--- config.mk ---
export PLATFORM = sky130hd
export DESIGN_NAME = vga_timing
export DESIGN_NICKNAME = d
export VERILOG_FILES = /design/src/vga_pkg.sv /design/src/vga_timing.sv
export SDC_FILE = /design/constraint.sdc
export NUM_CORES = 1
export LEC_CHECK = 0
export ABC_AREA = 0
export BUFFER_PORTS_ARGS = -buffer_cell sky130_fd_sc_hd__buf_2
export CORE_MARGIN = 2
export CORE_UTILIZATION = 62
export CTS_BUF_LIST = sky130_fd_sc_hd__clkbuf_8
export DETAILED_ROUTE_END_ITERATION = 10
export HOLD_SLACK_MARGIN = 0.08
export PLACE_DENSITY = 0.87
export SYNTH_ARGS = -nofsm -noshare
export SYNTH_HDL_FRONTEND = slang
export SYNTH_SLANG_ARGS = --single-unit
--- constraint.sdc ---
create_clock -name clk -period 6.7 [get_ports clk]
set_input_delay 0.67 -clock clk [delete_from_list [all_inputs] [get_ports clk]]
set_output_delay 0.67 -clock clk [all_outputs]
set_load 0.1 [all_outputs]
--- src/vga_pkg.sv ---
// shared types and fixed format constants for the text display with beam coordinates held in 12 bits
package vga_pkg;

  //////////////////////////////////////////////////////////////////////
  // format constants
  //////////////////////////////////////////////////////////////////////

  // one text cell is 8 pixels wide and 16 rows high
  localparam int GLYPH_W = 8;
  localparam int GLYPH_H = 16;

  // attribute values index a 16 entry palette
  localparam int PALETTE_SIZE = 16;

  // 256 glyphs of 16 rows each
  localparam int FONT_DEPTH = 4096;

  // cycles from a beam position to its colour on the pins
  localparam int OUT_LAG = 2;

  //////////////////////////////////////////////////////////////////////
  // types
  //////////////////////////////////////////////////////////////////////

  // 12 bit colour as used by the palette, line buffer and pins
  typedef struct packed {
    logic [3:0] red;
    logic [3:0] green;
    logic [3:0] blue;
  } rgb_t;

  // one text cell, background attribute in the top nibble
  typedef struct packed {
    logic [3:0] bg;
    logic [3:0] fg;
    logic [7:0] code;
  } cell_t;

  // beam coordinate for both axes
  typedef logic [11:0] coord_t;

  // pixel the timing generator points at this cycle
  typedef struct packed {
    coord_t hcount;
    coord_t vcount;
    logic   visible;
  } scan_pos_t;

  // target memory of a host write
  typedef enum logic [1:0] {
    SEL_TEXT,
    SEL_PALETTE,
    SEL_FONT
  } mem_sel_t;

  // host write strobe with its address and data
  typedef struct packed {
    logic        strobe;
    mem_sel_t    sel;
    logic [11:0] addr;
    logic [15:0] data;
  } host_wr_t;

endpackage
--- src/vga_timing.sv ---
// registered scan counters with active high syncs where pixel 0 comes H_SYNC+H_BACK cycles after hsync rises
`timescale 1ns/1ns

module vga_timing import vga_pkg::*; #(
  parameter int H_VISIBLE = 800,
  parameter int H_FRONT   = 40,
  parameter int H_SYNC    = 128,
  parameter int H_BACK    = 88,
  parameter int V_VISIBLE = 600,
  parameter int V_FRONT   = 1,
  parameter int V_SYNC    = 4,
  parameter int V_BACK    = 23
) (
  input  logic      clk,
  input  logic      nrst,
  output scan_pos_t pos,
  output logic      hsync,
  output logic      vsync
);

  //////////////////////////////////////////////////////////////////////
  // interval boundaries
  //////////////////////////////////////////////////////////////////////

  // line runs visible, front porch, sync, back porch
  localparam coord_t H_VIS      = coord_t'(H_VISIBLE);
  localparam coord_t H_SYNC_BEG = coord_t'(H_VISIBLE + H_FRONT);
  localparam coord_t H_SYNC_END = coord_t'(H_VISIBLE + H_FRONT + H_SYNC);
  localparam coord_t H_LAST     = coord_t'(H_VISIBLE + H_FRONT + H_SYNC + H_BACK - 1);

  // frame runs the same way in lines
  localparam coord_t V_VIS      = coord_t'(V_VISIBLE);
  localparam coord_t V_SYNC_BEG = coord_t'(V_VISIBLE + V_FRONT);
  localparam coord_t V_SYNC_END = coord_t'(V_VISIBLE + V_FRONT + V_SYNC);
  localparam coord_t V_LAST     = coord_t'(V_VISIBLE + V_FRONT + V_SYNC + V_BACK - 1);

  coord_t h_next;
  coord_t v_next;

  // next beam position
  always_comb
  begin
    h_next = pos.hcount + 12'd1;
    v_next = pos.vcount;
    if (pos.hcount == H_LAST)
    begin
      h_next = '0;
      // vcount steps on the horizontal wrap
      if (pos.vcount == V_LAST)
        v_next = '0;
      else
        v_next = pos.vcount + 12'd1;
    end
  end

  //////////////////////////////////////////////////////////////////////
  // registered position, visible flag and syncs
  //////////////////////////////////////////////////////////////////////

  // flags come from the next position so they match the counters
  always_ff @(posedge clk)
  begin
    if (!nrst)
    begin
      pos.hcount  <= '0;
      pos.vcount  <= '0;
      // (0,0) lies inside the visible window
      pos.visible <= 1'b1;
      hsync       <= 1'b0;
      vsync       <= 1'b0;
    end
    else
    begin
      pos.hcount  <= h_next;
      pos.vcount  <= v_next;
      pos.visible <= (h_next < H_VIS) && (v_next < V_VIS);
      hsync       <= (h_next >= H_SYNC_BEG) && (h_next < H_SYNC_END);
      vsync       <= (v_next >= V_SYNC_BEG) && (v_next < V_SYNC_END);
    end
  end

endmodule

# Word level (Yosys, flattened, before mapping)

Cells that the tools add are included.

Bits in registers: 27
Bits in latches: 0
RAM bits: 0
Bits in read-only memories: 0
Output and inout bits: 27
Word-level logic and storage cells: 21
Memories kept: 0

$add $sub $neg: 2
$mul: 0
Div/mod/pow operators: 0
$lt $le $gt $ge: 6
Equality and inequality tests: 2
Shift operators: 0
Muxes and demuxes: 3
Bitwise logic cells: 0
Reduce and logical (&&, ||, !) cells: 3

Operators by type and width:

| cell                                                                           | number |
|---|---|
| 12-bit by 10-bit less-than comparator with 1-bit output, second input constant | 4 |
| 12-bit 2-to-1 mux                                                              | 3 |
| 12-bit by 1-bit adder with 12-bit output, second input constant                | 2 |
| 12-bit by 10-bit >= comparator with 1-bit output, second input constant        | 2 |
| 12-bit by 10-bit equality test with 1-bit output, second input constant        | 1 |
| 12-bit by 11-bit equality test with 1-bit output, second input constant        | 1 |
| 1-bit logical AND                                                              | 3 |

# Logic depth before layout (Yosys ltp)

Word-level depth: 5
Depth in mapped cells: 10

# Least setup slack after synthesis

Ideal clock, no wire load.

Kind: flip-flop to flip-flop
Start point: reg pos[1] (netlist bit)
End point: reg pos[3] (netlist bit)
Setup time: 0.116 ns
Data arrival time: 2.871 ns
Data required time: 6.584 ns
Path slack: 3.713 ns
Stages on the path, launching flop included: 7
Path buffers: 0
Clock period less this slack: 2.987 ns
Cell sequence: dfxtp_1 > ha_1 > or4b_1 > or4_4 > a31oi_1 > a31o_2 > and2b_2

Cells in the longest elaborated chain, start to end: 3

RTL lines:

| element                                                                                                      | line                               | text |
|---|---|---|
| start: declaration                                                                                           | vga_timing.sv:16                   | `output scan_pos_t pos,` |
| 12-bit by 1-bit adder with 12-bit output or 12-bit by 10-bit equality test with 1-bit output (tied branches) | vga_timing.sv:52, vga_timing.sv:49 |  |
| 12-bit 2-to-1 mux *                                                                                          | vga_timing.sv:49                   | `if (pos.vcount == V_LAST)` |
| 12-bit 2-to-1 mux *                                                                                          | vga_timing.sv:45                   | `if (pos.hcount == H_LAST)` |

Mark *: on every way between the ends. The rest lies on a longest branch, timed or not.
A chain may end at the register's enable or synchronous reset.

# Worst setup path after layout

Start point: reg pos[13] (netlist bit)
End point: reg pos[0] (netlist bit)

Cells in the longest elaborated chain, start to end: 4

RTL lines:

| element                                                                                                      | line                               | text |
|---|---|---|
| 12-bit by 1-bit adder with 12-bit output or 12-bit by 11-bit equality test with 1-bit output (tied branches) | vga_timing.sv:43, vga_timing.sv:45 |  |
| 12-bit 2-to-1 mux                                                                                            | vga_timing.sv:45                   |  |
| 12-bit by 10-bit less-than comparator with 1-bit output                                                      | vga_timing.sv:76                   | `pos.visible <= (h_next < H_VIS) && (v_next < V_VIS);` |
| 1-bit logical AND *                                                                                          | vga_timing.sv:76                   |  |

Marks and branches as above.

==> results by group <==
Timing
  – Pins Over Slew Limit: 0
  – RSZ-0062 raised after global routing: no
  – Final setup margin: 3760 ps
  – Fin crit share: 43.8%
  – Actual slew at the worst max-slew pin: 648 ps
  – Fin. Hold Viols: 0
  – Fmax: 340 MHz
  – Slew headroom: 55.7%
  – Period minus WS final: 2940 ps
  – Setup-failing EPs final: 0
  – Worst clock skew: 6.89 ps
  – Setup TNS: 0 ps

Setup path
  – Critical Path Start Type: register
  – Slowest CP cell: a2111oi_0
  – CP bufs+invs: 0
  – Crit path cell chain: ha_1 -> and4_1 -> and3_1 -> o2111ai_1 -> a2111oi_0 -> mux2i_1 -> o2111a_1
  – Arrival @ worst endpoint: 3100 ps
  – CP peak stage delay: 630 ps
  – CP Max Fanout: 14
  – Worst Reg-to-Reg Cells: 7
  – WP depth: 7
  – Crit path kind: reg2reg
  – Crit end category: register
  – WP data required: 6860 ps
  – Crit path max-delay family: compound AO/OA/AOI/OAI gates

Final layout
  – Final Cell Area: 0.00182 sq mm
  – Fin nets: 224
  – Most common cell after layout, fill and taps aside: buf_2
  – Fillers: 201
  – Multi-input logic area: 0.00105 sq mm
  – Commonest cells after routing, fill and taps aside: 28 x buf_2, 27 x dfxtp_1, 19 x nor2_1
  – Area growth syn-to-layout: 10.1%
  – Antenna cells: 0
  – Register area: 541 sq um
  – Share of cells above drive strength 1: 21.0%

Routing
  – Routed wire length: 3.68 mm
  – Via count: 1537
  – TritonRoute pass-1 iters: 4
  – Antenna-violating nets left: 0
  – Routed len/inst: 14.8 um
  – Residual DRC: 0
  – Avg Vias per Cell: 6.17
  – First DRT Iteration DRCs: 74

Global route
  – Initial antenna violation count: 0
  – All-layer global routing usage: 24.7%
  – GRT overflow: 0
  – Number of global-route vias before repair: 1382
  – Global-route wire length before repair: 6.26 mm
  – Pin count of the biggest net entering global routing: 15

Pwr
  – PwrDens: 149 mW/mm^2
  – Max VDD drop: 0.131 mV
  – Total power: 272 uW
  – Lkg Pwr: 0.000705 uW

Yosys
  – Ys async rst share: 0%
  – Avg Inst Size Synth: 8.31 sq um
  – Seq cells post-synth: 27
  – Most used flip-flop cell after synthesis: dfxtp_1
  – Post-synthesis sequential area ratio: 32.7%
  – Mapped Area: 0.00165 sq mm
  – YS warnings: 0
  – Syn nets: 203
  – Post-synth EDFFs: 0
  – Syn Inst Count: 199
  – Synth cell types: 54

Placed design
  – Port bufs: 28
  – Post-DP HPWL: 2.68 mm
  – Gpl congestion: 0.890
  – Post-place instance area: 0.00178 sq mm
  – Worst slack, placed: 3890 ps

CTS
  – CTS tree: yes
  – Clk_lat worst skew: 270 ps
  – Clock sinks: 27
  – Clk buf depth: 2
  – CTS H-Tree Depth: 1
  – Clk slew on worst S/H paths: 90 ps
  – CTS root buf: clkbuf_8
  – CTS resizes: 0
  – Number of setup buffers added after CTS: 0
  – Hold buffer count at CTS: 0
  – CTS buffer count: 3

Status
  – Run status: completed

Die
  – DIE WIDTH: 55.7 um
  – # rows: 18
  – Die Ht: 55.7 um
  – Die area: 0.00310 sq mm
  – Core area: 0.00250 sq mm
  – I/O pin cnt: 29
  – Starting Density: 66.2%

Run
  – Max-cap violations: 0

Worst hold path
  – Tightest Hold Check Type: reg2reg
  – Worst hold stages: 1
==> metrics by stage <==
stage,hold slack [ps],cells,utilization (%)
finish,465,249,72.9
detailed placement,453,245,71.1
CTS,473,249,72.9
global placement,442,245,71.1
floorplan,870,199,-
global route,503,249,72.9
==> cell usage after synthesis, drive strengths merged, types with 2 or more instances <==
| master | number | area [sq um] |
|---|---|---|
| dfxtp | 27 | 541 |
| nor2 | 19 | 71.3 |
| nand2 | 12 | 45.0 |
| nand3 | 12 | 60.1 |
| xnor2 | 12 | 105 |
| and3 | 9 | 58.8 |
| nand4 | 8 | 50.1 |
| xor2 | 7 | 61.3 |
| a21oi | 6 | 33.8 |
| buf | 6 | 32.5 |
| clkbuf | 6 | 22.5 |
| nor2b | 6 | 37.5 |
| nor3 | 6 | 30.0 |
| o21ai | 5 | 32.5 |
| a31oi | 4 | 25.0 |
| and2 | 4 | 25.0 |
| nor3b | 4 | 35.0 |
| or3 | 4 | 25.0 |
| a211oi | 3 | 22.5 |
| inv | 3 | 11.3 |
| nor4 | 3 | 18.8 |
| and2b | 2 | 16.3 |
| ha | 2 | 25.0 |
| mux2i | 2 | 20.0 |
| o221ai | 2 | 17.5 |
| o31ai | 2 | 15.0 |
| or2 | 2 | 12.5 |
| or4 | 2 | 18.8 |
==> cell type report <==
type,instances,share of cell area [%]
multi-input cells,157,57.5
repair buffers,28,7.69
inverters,3,0.618
well taps,30,2.06
clock inverters,1,0.206
flip-flops and latches,27,29.7
clock buffers,3,2.27
==> registers in the layout, summed over array words and instances, names as in the netlist <==
name and cells:
pos 25, hsync 1, vsync 1
==> logic make-up after synthesis <==
logic type | after synthesis | share of synthesized area (%)
AO/OA/AOI/OAI | 34 | 15.4
multiplexers | 3 | 1.89
buffers and inverters | 15 | 4.01
flip-flops | 27 | 32.7
XOR/XNOR | 19 | 10.1
AND/OR/NAND/NOR | 99 | 34.4
adder cells (fa/ha/maj) | 2 | 1.51
==> routing by layer <==
metal / track usage, % / vias up / routed length (um)
met5: 0 / - / 0
met1: 30.4 / 704 / 1560
met4: 9.76 / 0 / 77
li1: - / 769 / -
met3: 3.95 / 11 / 158
met2: 42.9 / 53 / 1880
==> final timing paths <==
kind	start	to	slack (ps)
max	pos[13]	pos[0]	3760
min	pos[13]	pos[13]	460
max reg2reg	pos[13]	pos[0]	3760
min reg2reg	pos[13]	pos[13]	460
==> power by group <==
group          leakage (uW)  switching, uW  internal [uW]
sequential         0.000218           1.59            162
combinational      0.000460           15.9           3.36
clock             0.0000269           48.4           41.1
No activity file was read; power rests on OpenSTA's default activity.
