File: config.mk
export PLATFORM = sky130hd
export DESIGN_NAME = glyph_renderer
export DESIGN_NICKNAME = d
export VERILOG_FILES = /design/src/vga_pkg.sv /design/src/glyph_renderer.sv
export SDC_FILE = /design/constraint.sdc
export NUM_CORES = 1
export LEC_CHECK = 0
export BUFFER_PORTS_ARGS = -buffer_cell sky130_fd_sc_hd__buf_4
export CAP_MARGIN = 20
export CORE_UTILIZATION = 50
export CTS_CLUSTER_DIAMETER = 100
export DETAILED_ROUTE_END_ITERATION = 10
export PLACE_DENSITY = 0.74
export SYNTH_ARGS = -nofsm -noshare
export SYNTH_HDL_FRONTEND = slang
export SYNTH_SLANG_ARGS = --single-unit
File: constraint.sdc
create_clock -name clk -period 5 [get_ports clk]
set_input_delay 0.5 -clock clk [delete_from_list [all_inputs] [get_ports clk]]
set_output_delay 0.5 -clock clk [all_outputs]
set_load 0.05 [all_outputs]
File: src/vga_pkg.sv
// shared types and fixed format constants for the text display with beam coordinates held in 12 bits
package vga_pkg;

  //////////////////////////////////////////////////////////////////////
  // format constants
  //////////////////////////////////////////////////////////////////////

  // one text cell is 8 pixels wide and 16 rows high
  localparam int GLYPH_W = 8;
  localparam int GLYPH_H = 16;

  // attribute values index a 16 entry palette
  localparam int PALETTE_SIZE = 16;

  // 256 glyphs of 16 rows each
  localparam int FONT_DEPTH = 4096;

  // cycles from a beam position to its colour on the pins
  localparam int OUT_LAG = 2;

  //////////////////////////////////////////////////////////////////////
  // types
  //////////////////////////////////////////////////////////////////////

  // 12 bit colour as used by the palette, line buffer and pins
  typedef struct packed {
    logic [3:0] red;
    logic [3:0] green;
    logic [3:0] blue;
  } rgb_t;

  // one text cell, background attribute in the top nibble
  typedef struct packed {
    logic [3:0] bg;
    logic [3:0] fg;
    logic [7:0] code;
  } cell_t;

  // beam coordinate for both axes
  typedef logic [11:0] coord_t;

  // pixel the timing generator points at this cycle
  typedef struct packed {
    coord_t hcount;
    coord_t vcount;
    logic   visible;
  } scan_pos_t;

  // target memory of a host write
  typedef enum logic [1:0] {
    SEL_TEXT,
    SEL_PALETTE,
    SEL_FONT
  } mem_sel_t;

  // host write strobe with its address and data
  typedef struct packed {
    logic        strobe;
    mem_sel_t    sel;
    logic [11:0] addr;
    logic [15:0] data;
  } host_wr_t;

endpackage
File: src/glyph_renderer.sv
// renders the next visible line from hcount 0 and finishes H_VISIBLE+4 cycles later so the line must be longer
`timescale 1ns/1ns

module glyph_renderer import vga_pkg::*; #(
  parameter int H_VISIBLE = 800,
  parameter int V_VISIBLE = 600,
  parameter int V_TOTAL   = 628,
  parameter int TEXT_COLS = 100
) (
  input  logic        clk,
  input  logic        nrst,
  input  scan_pos_t   pos,
  output logic [11:0] text_addr,
  output logic [11:0] font_addr,
  output logic [3:0]  pal_addr,
  input  cell_t       text_cell,
  input  rgb_t        pal_color,
  input  logic [7:0]  font_bits,
  output logic        wr,
  output coord_t      wr_x,
  output rgb_t        wr_pixel
);

  typedef enum logic [1:0] {
    IDLE,
    PRIME,
    DRAW
  } render_state_t;

  localparam coord_t      LAST_LINE = coord_t'(V_TOTAL - 1);
  localparam coord_t      VIS_LINES = coord_t'(V_VISIBLE);
  localparam coord_t      LAST_X    = coord_t'(H_VISIBLE - 1);
  localparam logic [11:0] COLS      = 12'(TEXT_COLS);
  localparam logic [11:0] LAST_COL  = 12'(TEXT_COLS - 1);

  render_state_t state;
  logic [2:0]    tick;
  logic [11:0]   col;
  logic [11:0]   col_step;
  coord_t        render_line;
  logic [11:0]   text_row;
  logic          start;
  logic          busy;

  // cell being fetched
  logic [3:0]    fg_attr;
  logic [7:0]    next_pattern;
  rgb_t          next_bg;

  // cell being shifted out
  logic [7:0]    cur_pattern;
  rgb_t          cur_bg;
  rgb_t          cur_fg;

  //////////////////////////////////////////////////////////////////////
  // line and address generation
  //////////////////////////////////////////////////////////////////////

  // the last frame line renders visible line 0
  // vcount holds still for the whole render
  always_comb
  begin
    if (pos.vcount == LAST_LINE)
      render_line = '0;
    else
      render_line = pos.vcount + 12'd1;
    text_row = 12'(render_line / GLYPH_H);
    start    = (state == IDLE) && (pos.hcount == '0) && (render_line < VIS_LINES);
    busy     = (state != IDLE);
    // stays on the last column for the fetch past the line end
    col_step = (col == LAST_COL) ? col : col + 12'd1;
  end

  // tick 0 reads the cell
  assign text_addr = text_row * COLS + col;
  // tick 1 addresses the glyph row of the code just read
  assign font_addr = {text_cell.code, 4'(render_line % GLYPH_H)};
  // background on tick 1, foreground on tick 2
  assign pal_addr  = (tick == 3'd2) ? fg_attr : text_cell.bg;

  //////////////////////////////////////////////////////////////////////
  // control
  //////////////////////////////////////////////////////////////////////

  always_ff @(posedge clk)
  begin
    if (!nrst)
    begin
      state <= IDLE;
      tick  <= '0;
      col   <= '0;
      wr    <= 1'b0;
      wr_x  <= '0;
    end
    else
    begin
      // start cycle counts as tick 0
      if (!busy)
        tick <= start ? 3'd1 : 3'd0;
      else
        tick <= tick + 3'd1;

      // column moves on after each text read
      if (!busy && !start)
        col <= '0;
      else if (start || tick == 3'd0)
        col <= col_step;

      case (state)
        IDLE:
        begin
          if (start)
            state <= PRIME;
        end
        // first cell completes on tick 3, first write lands 4 cycles after start
        PRIME:
        begin
          if (tick == 3'd3)
          begin
            state <= DRAW;
            wr    <= 1'b1;
            wr_x  <= '0;
          end
        end
        // one pixel per cycle until the line is full
        DRAW:
        begin
          if (wr_x == LAST_X)
          begin
            state <= IDLE;
            wr    <= 1'b0;
          end
          else
          begin
            wr_x <= wr_x + 12'd1;
          end
        end
        default:
          state <= IDLE;
      endcase
    end
  end

  //////////////////////////////////////////////////////////////////////
  // fetch and shift datapath
  //////////////////////////////////////////////////////////////////////

  always_ff @(posedge clk)
  begin
    if (busy)
    begin
      // hold fg attribute until the palette is free
      if (tick == 3'd1)
        fg_attr <= text_cell.fg;
      // pattern and background colour arrive together
      if (tick == 3'd2)
      begin
        next_pattern <= font_bits;
        next_bg      <= pal_color;
      end
      // foreground colour arrives and the cell takes over the shifter
      // its first pixel goes out straight away, msb first
      if (tick == 3'd3)
      begin
        cur_pattern <= {next_pattern[6:0], 1'b0};
        cur_bg      <= next_bg;
        cur_fg      <= pal_color;
        wr_pixel    <= next_pattern[7] ? pal_color : next_bg;
      end
      else
      begin
        cur_pattern <= cur_pattern << 1;
        wr_pixel    <= cur_pattern[7] ? cur_fg : cur_bg;
      end
    end
  end

endmodule

Yosys cells after proc, flatten, opt, wreduce, memory -nomap -nowiden
Index checks and enable logic that the tools add are counted.
{"block": "totals", "ff_bits": 98, "inputBits": 63, "output_inout_bits": 53, "word_cells": 78}
{"block": "op_classes", "add_sub_neg": 5, "multipliers": 1, "n_lt_le_gt_ge": 1, "eq_ne": 12, "muxes": 18, "bitwise": 2, "n_reduce_logical": 19}
{"op": "12-bit two-way mux", "count": 6}
{"op": "12-bit by 1-bit adder with 12-bit output (second input constant)", "count": 3}
{"op": "12-bit by 10-bit == test with 1-bit output (second input constant)", "count": 2}
{"op": "12-bit case mux with 2 select lines", "count": 1}
{"op": "12-bit adder", "count": 1}
{"op": "12-bit by 7-bit == test with 1-bit output (second input constant)", "count": 1}
{"op": "12-bit zero test", "count": 1}
{"op": "12-bit by 10-bit less-than comparator with 1-bit output (second input constant)", "count": 1}
{"op": "8-bit by 5-bit multiplier with 10-bit output (second input constant)", "count": 1}
{"op": "3-bit AND reduction", "count": 3}
{"op": "8-bit two-way mux", "count": 1}
{"op": "2-bit != test (second input constant)", "count": 4}
{"op": "2-bit AND reduction", "count": 4}
{"op": "3-bit by 2-bit == test with 1-bit output (second input constant)", "count": 2}
{"op": "2-bit two-way mux", "count": 3}
{"op": "2-bit case mux with 3 select lines", "count": 1}
{"op": "4-bit two-way mux", "count": 1}
{"op": "2-bit nonzero test", "count": 2}
{"op": "3-bit by 1-bit adder with 3-bit output (second input constant)", "count": 1}
{"op": "3-bit by 1-bit == test with 1-bit output (second input constant)", "count": 1}
{"op": "1-bit logical AND", "count": 3}
{"op": "3-bit zero test", "count": 1}
{"op": "1-bit two-way mux", "count": 3}
{"op": "3-bit two-way mux", "count": 1}
{"op": "8 further kinds", "count": 10}

Depth between registers and ports, before layout
Gate-level depths: netlist (run 1).
{"block": "logic_depth", "word_depth": 7, "mapped_depth": 19, "depth_no_buf": 19}

Worst setup path after synthesis (run 1)
OpenSTA, ideal clock, no wires.
{"block": "synth_path", "path_kind": "in2out", "start": "input port pos[1] (netlist bit)", "end": "output port text_addr[11]", "arrival_time_ns": 4.625, "t_required_ns": 4.500, "slack_ns": -0.125, "path_stages": 15, "n_path_buf": 0, "path_cell_list": "ha_1 and4bb_1 a311oi_1 nor2_1 inv_1 ha_1 ha_1 ha_1 inv_1 fa_1 xnor2_1 ha_1 o41ai_1 o21ai_0 xnor2_1"}
{"block": "synth_between", "elab_chain_cells": 4, "elab_cells_between_ends": 5, "cone_classes": "add/sub: 2; mul: 1; eq/ne: 1; mux: 1"}
{"item": "start: declaration", "line": "glyph_renderer.sv:12", "source": "input scan_pos_t pos,"}
{"item": "12-bit by 1-bit adder with 12-bit output or 12-bit by 10-bit == test with 1-bit output (tied branches)", "line": "glyph_renderer.sv:66, glyph_renderer.sv:63"}
{"item": "12-bit two-way mux (*)", "line": "glyph_renderer.sv:63", "source": "if (pos.vcount == LAST_LINE)"}
{"item": "8-bit by 5-bit multiplier with 10-bit output (*)", "line": "glyph_renderer.sv:75", "source": "assign text_addr = text_row * COLS + col;"}
{"item": "12-bit adder (*)", "line": "glyph_renderer.sv:75"}
{"item": "end: declaration", "line": "glyph_renderer.sv:13", "source": "output logic [11:0] text_addr,"}
Mark *: on every way between the ends. The rest lies on a longest branch, timed or not.

Worst setup path in the final report (run 1)
Same ends and word-level chain as after synthesis.

==> flow_summary.json, run 1 <==
{
  "synthAdderAreaFrac": 0.107,
  "dr_total_vias": 3820,
  "layout_common_cells": "buf_4, edfxtp_1, ha_1",
  "synthCells": 472,
  "drt_iter0_drc": 163,
  "fmax_mhz": 210,
  "crit_chain": "buf_4 -> ha_2 -> and4bb_2 -> a21oi_2 -> o21ai_0 -> o21ai_1 -> ha_1 -> ha_1 -> ha_1 -> inv_1 -> fa_1 -> inv_1 -> ha_1 -> o41ai_2 -> buf_4 -> o21ai_1 -> buf_4 -> xnor2_2 -> buf_6",
  "drt-wirelength-per-cell_microns": 14.4,
  "row_count": 37,
  "critPathCaptureType": "output port",
  "cts_buffers": 9,
  "io_buffers": 98,
  "clkLatencyLatePin_ns": 0.37,
  "synth-compound-area-share": 0.0954,
  "hold_class": "primary input to flip-flop",
  "slew_viol_final": 0,
  "post-route-min-period_ns": 4.76,
  "tightest_slew_ns": 1.05,
  "async_flop_share": 0,
  "leakage_nw": 2.63,
  "nets": 686,
  "hpwl_microns": 7680,
  "crit_arrival_ns": 4.26,
  "avgViaCountPerCell": 5.29,
  "antenna_found_initial": 0,
  "clkTransAtPathRegs_ns": 0.09,
  "grtUsageTotal": 0.196,
  "fin_cells": 722,
  "n_antenna_cell": 0,
  "htreeDepth": 3,
  "hold_viol_final": 0,
  "gp_congestion": 0.862,
  "syn-num-nets": 577,
  "crit_type": "primary input to output port",
  "netlist_area_sq_um": 5300,
  "synth-simple-area-share": 0.143,
  "coreArea_sq_um": 10300,
  "gr-total-overflow": 0,
  "grt_pass1_vias": 3637,
  "rsz0062_at_grt": "false",
  "syn_area_per_cell_sq_um": 11.2,
  "area_growth_pct": 22.1,
  "synth-seq-cells": 97,
  "fin_tns_setup_ns": 0,
  "cp.required_ns": 4.50,
  "cts_max_path_buffers": 2,
  "final-setup-viol-count": 0,
  "synth.distinct_cells": 50,
  "crit_buf_inv": 6,
  "remaining_drc_errors": 0,
  "power_density_nw_per_um2": 280,
  "synthXorXnorAreaFrac": 0.0661,
  "synth_mux_area_frac": 0.0477,
  "first_pass_iters": 4,
  "maxCapViolCount": 0,
  "place_inst": 705,
  "fin_skew_ns": 0.0108,
  "start_util": 0.514,
  "hold_slack_ns": 0.303,
  "die-area_sq_um": 11000,
  "ir_worst_vdd_mv": 0.443,
  "drive_above_1_share": 0.282,
  "relSlewSlack": 0.298,
  "cp_slowest_stage_delay_ns": 0.54,
  "grt_pass1_wl_microns": 17200,
  "period_share": 0.951,
  "boundaryPins": 116,
  "synth-edff-count": 67,
  "synth_top_family_by_area": "simple AND/OR/NAND/NOR gates",
  "ys_seq_area_frac": 0.493,
  "yosysWarnings": 0,
  "crit_slowest_cell": "fa_1",
  "grt_max_degree": 34,
  "startpoint_type": "primary input",
  "ant_nets": 0,
  "path_max_fanout": 3,
  "drt-total-wl_microns": 10400,
  "cts_tree": "done",
  "outcome": "complete, no violations",
  "final_core_util": 0.627,
  "layout_commonest_cell": "buf_4",
  "critPathTopFamily": "adder cells",
  "synth_flop_cell": "edfxtp_1",
  "fp.dieH_microns": 105,
  "cts_num_sinks": 97,
  "nFillCells": 827,
  "clockRootBuffer": "clkbuf_8",
  "cpMostUsedCell": "ha_1",
  "die_w_microns": 105
}
==> area by class of cell <==
| class | count | area [sq um] | share of cell area |
|---|---|---|---|
| Clock buffer | 9 | 124 | 0.0191 |
| Sequential cell | 97 | 2610 | 0.404 |
| Clock inverter | 7 | 43.8 | 0.00677 |
| Timing Repair Buffer | 121 | 912 | 0.141 |
| Multi-Input combinational cell | 322 | 2500 | 0.386 |
| Tap cell | 136 | 170 | 0.0263 |
| Inverter | 30 | 113 | 0.0174 |
==> layer usage <==
| metal | wire length [microns] | track usage | vias to the layer above |
|---|---|---|---|
| li1 | - | - | 1909 |
| met1 | 4850 | 0.266 | 1829 |
| met5 | 0 | 0 | - |
| met3 | 362 | 0.0331 | 10 |
| met2 | 5070 | 0.322 | 72 |
| met4 | 133 | 0.0634 | 0 |
==> power breakdown <==
part	switching, mW	internal, mW
clock	0.267	0.180
combinational	0.296	0.219
sequential	0.00000299	0.851
total	0.563	1.25
==> through the flow <==
step	total power, mW	area [sq um]	setup slack (ns)
2_1_floorplan	1.22	5310	0.143
3_3_place_gp	1.36	6230	0.0524
3_5_place_dp	1.36	6230	-0.0298
4_1_cts	1.80	6410	0.0144
5_1_grt	1.89	6470	0.000869
6_report	1.81	6470	0.244
==> logic make-up after synthesis <==
kind of cell               after synthesis
buffers and inverters                   53
muxes                                   24
adders and majority gates               43
xor gates and xnor gates                40
DFF                                     97
AOI/OAI and AO/OA                       75
and+or+nand+nor                        140
==> final timing paths <==
check          startpoint         endpoint  slack, ns  depth (start not counted)
max                pos[1]    text_addr[11]       0.24                         19
min          font_bits[7]  next_pattern[7]       0.30                          1
max reg2reg      state[0]           col[8]       2.56                          8
min reg2reg   next_bg[11]       cur_bg[11]       0.46                          0
==> repair_timing <==
action                                  CTS  global route
hold buffers                              0             0
pin swaps                                 0             3
setup buffers                             0             1
endpoints found under the setup margin    1             2
gates resized for setup                   1            16
==> cell usage after synthesis (2+ instances only) <==
cell type	count	area, sq um
a211oi_1	12	90.1
a21boi_0	2	15.0
a21o_1	4	30.0
a21oi_1	28	140
and2_1	5	31.3
and3_1	10	62.6
buf_4	10	75.1
buf_6	3	33.8
clkbuf_1	9	33.8
dfxtp_1	30	601
edfxtp_1	67	2010
fa_1	4	80.1
ha_1	38	475
inv_1	30	113
mux2_2	10	113
mux2i_1	14	140
nand2_1	20	75.1
nand2b_1	2	12.5
nand3_1	14	70.1
nand4_1	7	43.8
nor2_1	32	120
nor2b_1	18	113
nor3_1	9	45.0
nor3b_1	2	15.0
nor4_1	8	50.1
nor4b_1	3	26.3
o21a_1	2	15.0
o21ai_0	14	70.1
o21bai_1	2	15.0
o22ai_1	2	12.5
or3_1	4	25.0
xnor2_1	26	228
xor2_1	14	123
==> state kept, by name (all words and copies together) (netlist names) <==
name / flops
state: 2
next_bg: 12
cur_pattern: 7
cur_bg: 12
next_pattern: 8
col: 12
tick: 3
wr_x: 12
wr_pixel: 12
fg_attr: 4
wr: 1
cur_fg: 12
Power figures use the tool's default switching activity.
==> run 2, diff against run 1 <==
- BUFFER_PORTS_ARGS: -buffer_cell sky130_fd_sc_hd__buf_4 -> default
- CTS_BUF_LIST: default -> sky130_fd_sc_hd__clkbuf_16
- DONT_BUFFER_PORTS: default -> 1
- PLACE_DENSITY: 0.74 -> 0.76
==> flow_summary.json, run 2 (synthesized netlist as in run 1, its figures left out) <==
{
  "outcome": "complete, no violations",
  "hold_viol_final": 0,
  "final-setup-viol-count": 0,
  "area_growth_pct": 7.95,
  "period_share": 0.951,
  "clkLatencyLatePin_ns": 0.33,
  "crit_buf_inv": 4,
  "holdBufCountCts": 0,
  "start_util": 0.514,
  "antenna_found_initial": 0,
  "drt-wirelength-per-cell_microns": 16.5,
  "drive_above_1_share": 0.0983,
  "grt_use_met3": 0.0368,
  "grtUsageTotal": 0.189,
  "nFillCells": 865,
  "reg2reg_from": "state[0]",
  "cts_buffers": 9,
  "remaining_drc_errors": 0,
  "slew_viol_final": 0,
  "critPathTopFamily": "adder cells",
  "cts_num_sinks": 97,
  "grt_max_degree": 35,
  "avgViaCountPerCell": 5.71,
  "gr-total-overflow": 0,
  "cts_max_path_buffers": 2,
  "nets": 578,
  "maxCapViolCount": 0,
  "grt_use_met1": 0.240,
  "layout_common_cells": "edfxtp_1, ha_1, nor2_1",
  "internal_power_mw": 1.35,
  "cpMostUsedCell": "ha_1",
  "min_from": "pal_color[5]",
  "die-area_sq_um": 11000,
  "post-route-min-period_ns": 4.76,
  "worst_r2r_path_depth": 8,
  "boundaryPins": 116,
  "relSlewSlack": 0.286,
  "total_power_mw": 1.89,
  "drt_iter0_drc": 226,
  "hold_class": "primary input to flip-flop",
  "fin_skew_ns": 0.00813,
  "leakage_nw": 2.14,
  "htreeDepth": 3,
  "die_w_microns": 105,
  "crit_chain": "ha_1 -> and4bb_2 -> a311oi_2 -> nor2_1 -> inv_1 -> ha_1 -> ha_1 -> ha_1 -> inv_1 -> fa_1 -> inv_1 -> a21o_1 -> a21oi_1 -> xnor2_1 -> ha_1 -> a21oi_1 -> o21ai_1 -> xnor2_2 -> buf_12",
  "hold_slack_ns": 0.259,
  "r2r-end": "col[8]",
  "clkPwrFrac": 0.319,
  "cp.required_ns": 4.50,
  "io_buffers": 0,
  "crit_arrival_ns": 4.26,
  "first_pass_iters": 4,
  "hold_end": "cur_fg[5]",
  "tightest_slew_ns": 1.07,
  "gp_congestion": 0.842,
  "dr_total_vias": 3504,
  "p_seq_frac": 0.451,
  "power_frac_comb": 0.230,
  "ir_worst_vdd_mv": 0.313,
  "n_antenna_cell": 0,
  "final_core_util": 0.554,
  "grt_pass1_wl_microns": 16300,
  "cts_setup_buffers": 0,
  "grt_pass1_vias": 3310,
  "switchingPower_uw": 544,
  "grt_use_met2": 0.317,
  "layout_commonest_cell": "edfxtp_1",
  "startpoint_type": "primary input",
  "path_max_fanout": 5,
  "critPathCaptureType": "output port",
  "fp.dieH_microns": 105,
  "busiest_layer": "met2",
  "coreArea_sq_um": 10300,
  "hpwl_microns": 7350,
  "cts_tree": "done",
  "power_density_nw_per_um2": 330,
  "hold_depth": 0,
  "ant_nets": 0,
  "cp_slowest_stage_delay_ns": 0.46,
  "crit_slowest_cell": "fa_1",
  "crit_type": "primary input to output port",
  "clockRootBuffer": "clkbuf_16",
  "drt-total-wl_microns": 10100,
  "netSwitchingFraction": 0.288,
  "row_count": 37,
  "fmax_mhz": 210,
  "rrSetupSlack_ns": 2.08,
  "clkTransAtPathRegs_ns": 0.06
}
==> run 2: changes by cell type in the layout (fill, tap and decap cells not counted), moves of 3 or more <==
cell,previous run,this run
buf_4,120,12
clkbuf_16,0,9
clkbuf_8,9,0
a21oi_1,25,28
a21oi_2,3,0
ha_1,35,38
==> run 2: worst max-delay path by stage <==
stage                      start  cells past startpoint       endpoint  slack [ns]
after floorplan           pos[1]                     16  text_addr[10]        0.14
after global placement    pos[1]                     14  text_addr[11]        0.11
after detailed placement  pos[1]                     14  text_addr[11]        0.01
after CTS                 pos[1]                     16  text_addr[11]        0.04
after global routing      pos[1]                     18  text_addr[11]      -0.006
final                     pos[1]                     19  text_addr[11]        0.24
==> run 2: through the flow <==
step	area (sq um)	setup TNS, ns	instances	worst slack, ns
final	5720	0	614	0.243
after global routing	5720	-0.00554	614	-0.00554
after CTS	5700	0	614	0.0372
after detailed placement	5440	0	598	0.0136
after global placement	5440	0	598	0.112
after floorplan	5310	0	472	0.143
==> run 2: routing by layer <==
layer,up-vias,share of wire
met5,-,0
met4,0,0.0069
met3,6,0.051
met2,95,0.51
met1,1704,0.43
li1,1699,-
==> run 2: cell type report <==
type	instances	area (sq um)	area share
clock buffers	9	225	0.0394
clock inverters	7	36.3	0.00634
inverters	30	113	0.0197
multi-input cells	322	2460	0.429
flip-flops and latches	97	2610	0.456
well taps	136	170	0.0297
repair buffers	13	110	0.0192
==> run 2: power by group through the flow <==
stage | combinational [mW] | sequential [mW] | clock, mW
global placement | 0.426 | 0.870 | 0
CTS | 0.436 | 0.852 | 0.619
detailed placement | 0.432 | 0.870 | 0
floorplan | 0.349 | 0.870 | 0
finish | 0.435 | 0.852 | 0.602
global route | 0.472 | 0.852 | 0.645
==> run 2: timing repair <==
item,in CTS,in global routing
setup endpoints to repair,1,3
pin swaps,0,0
resized for setup,1,7
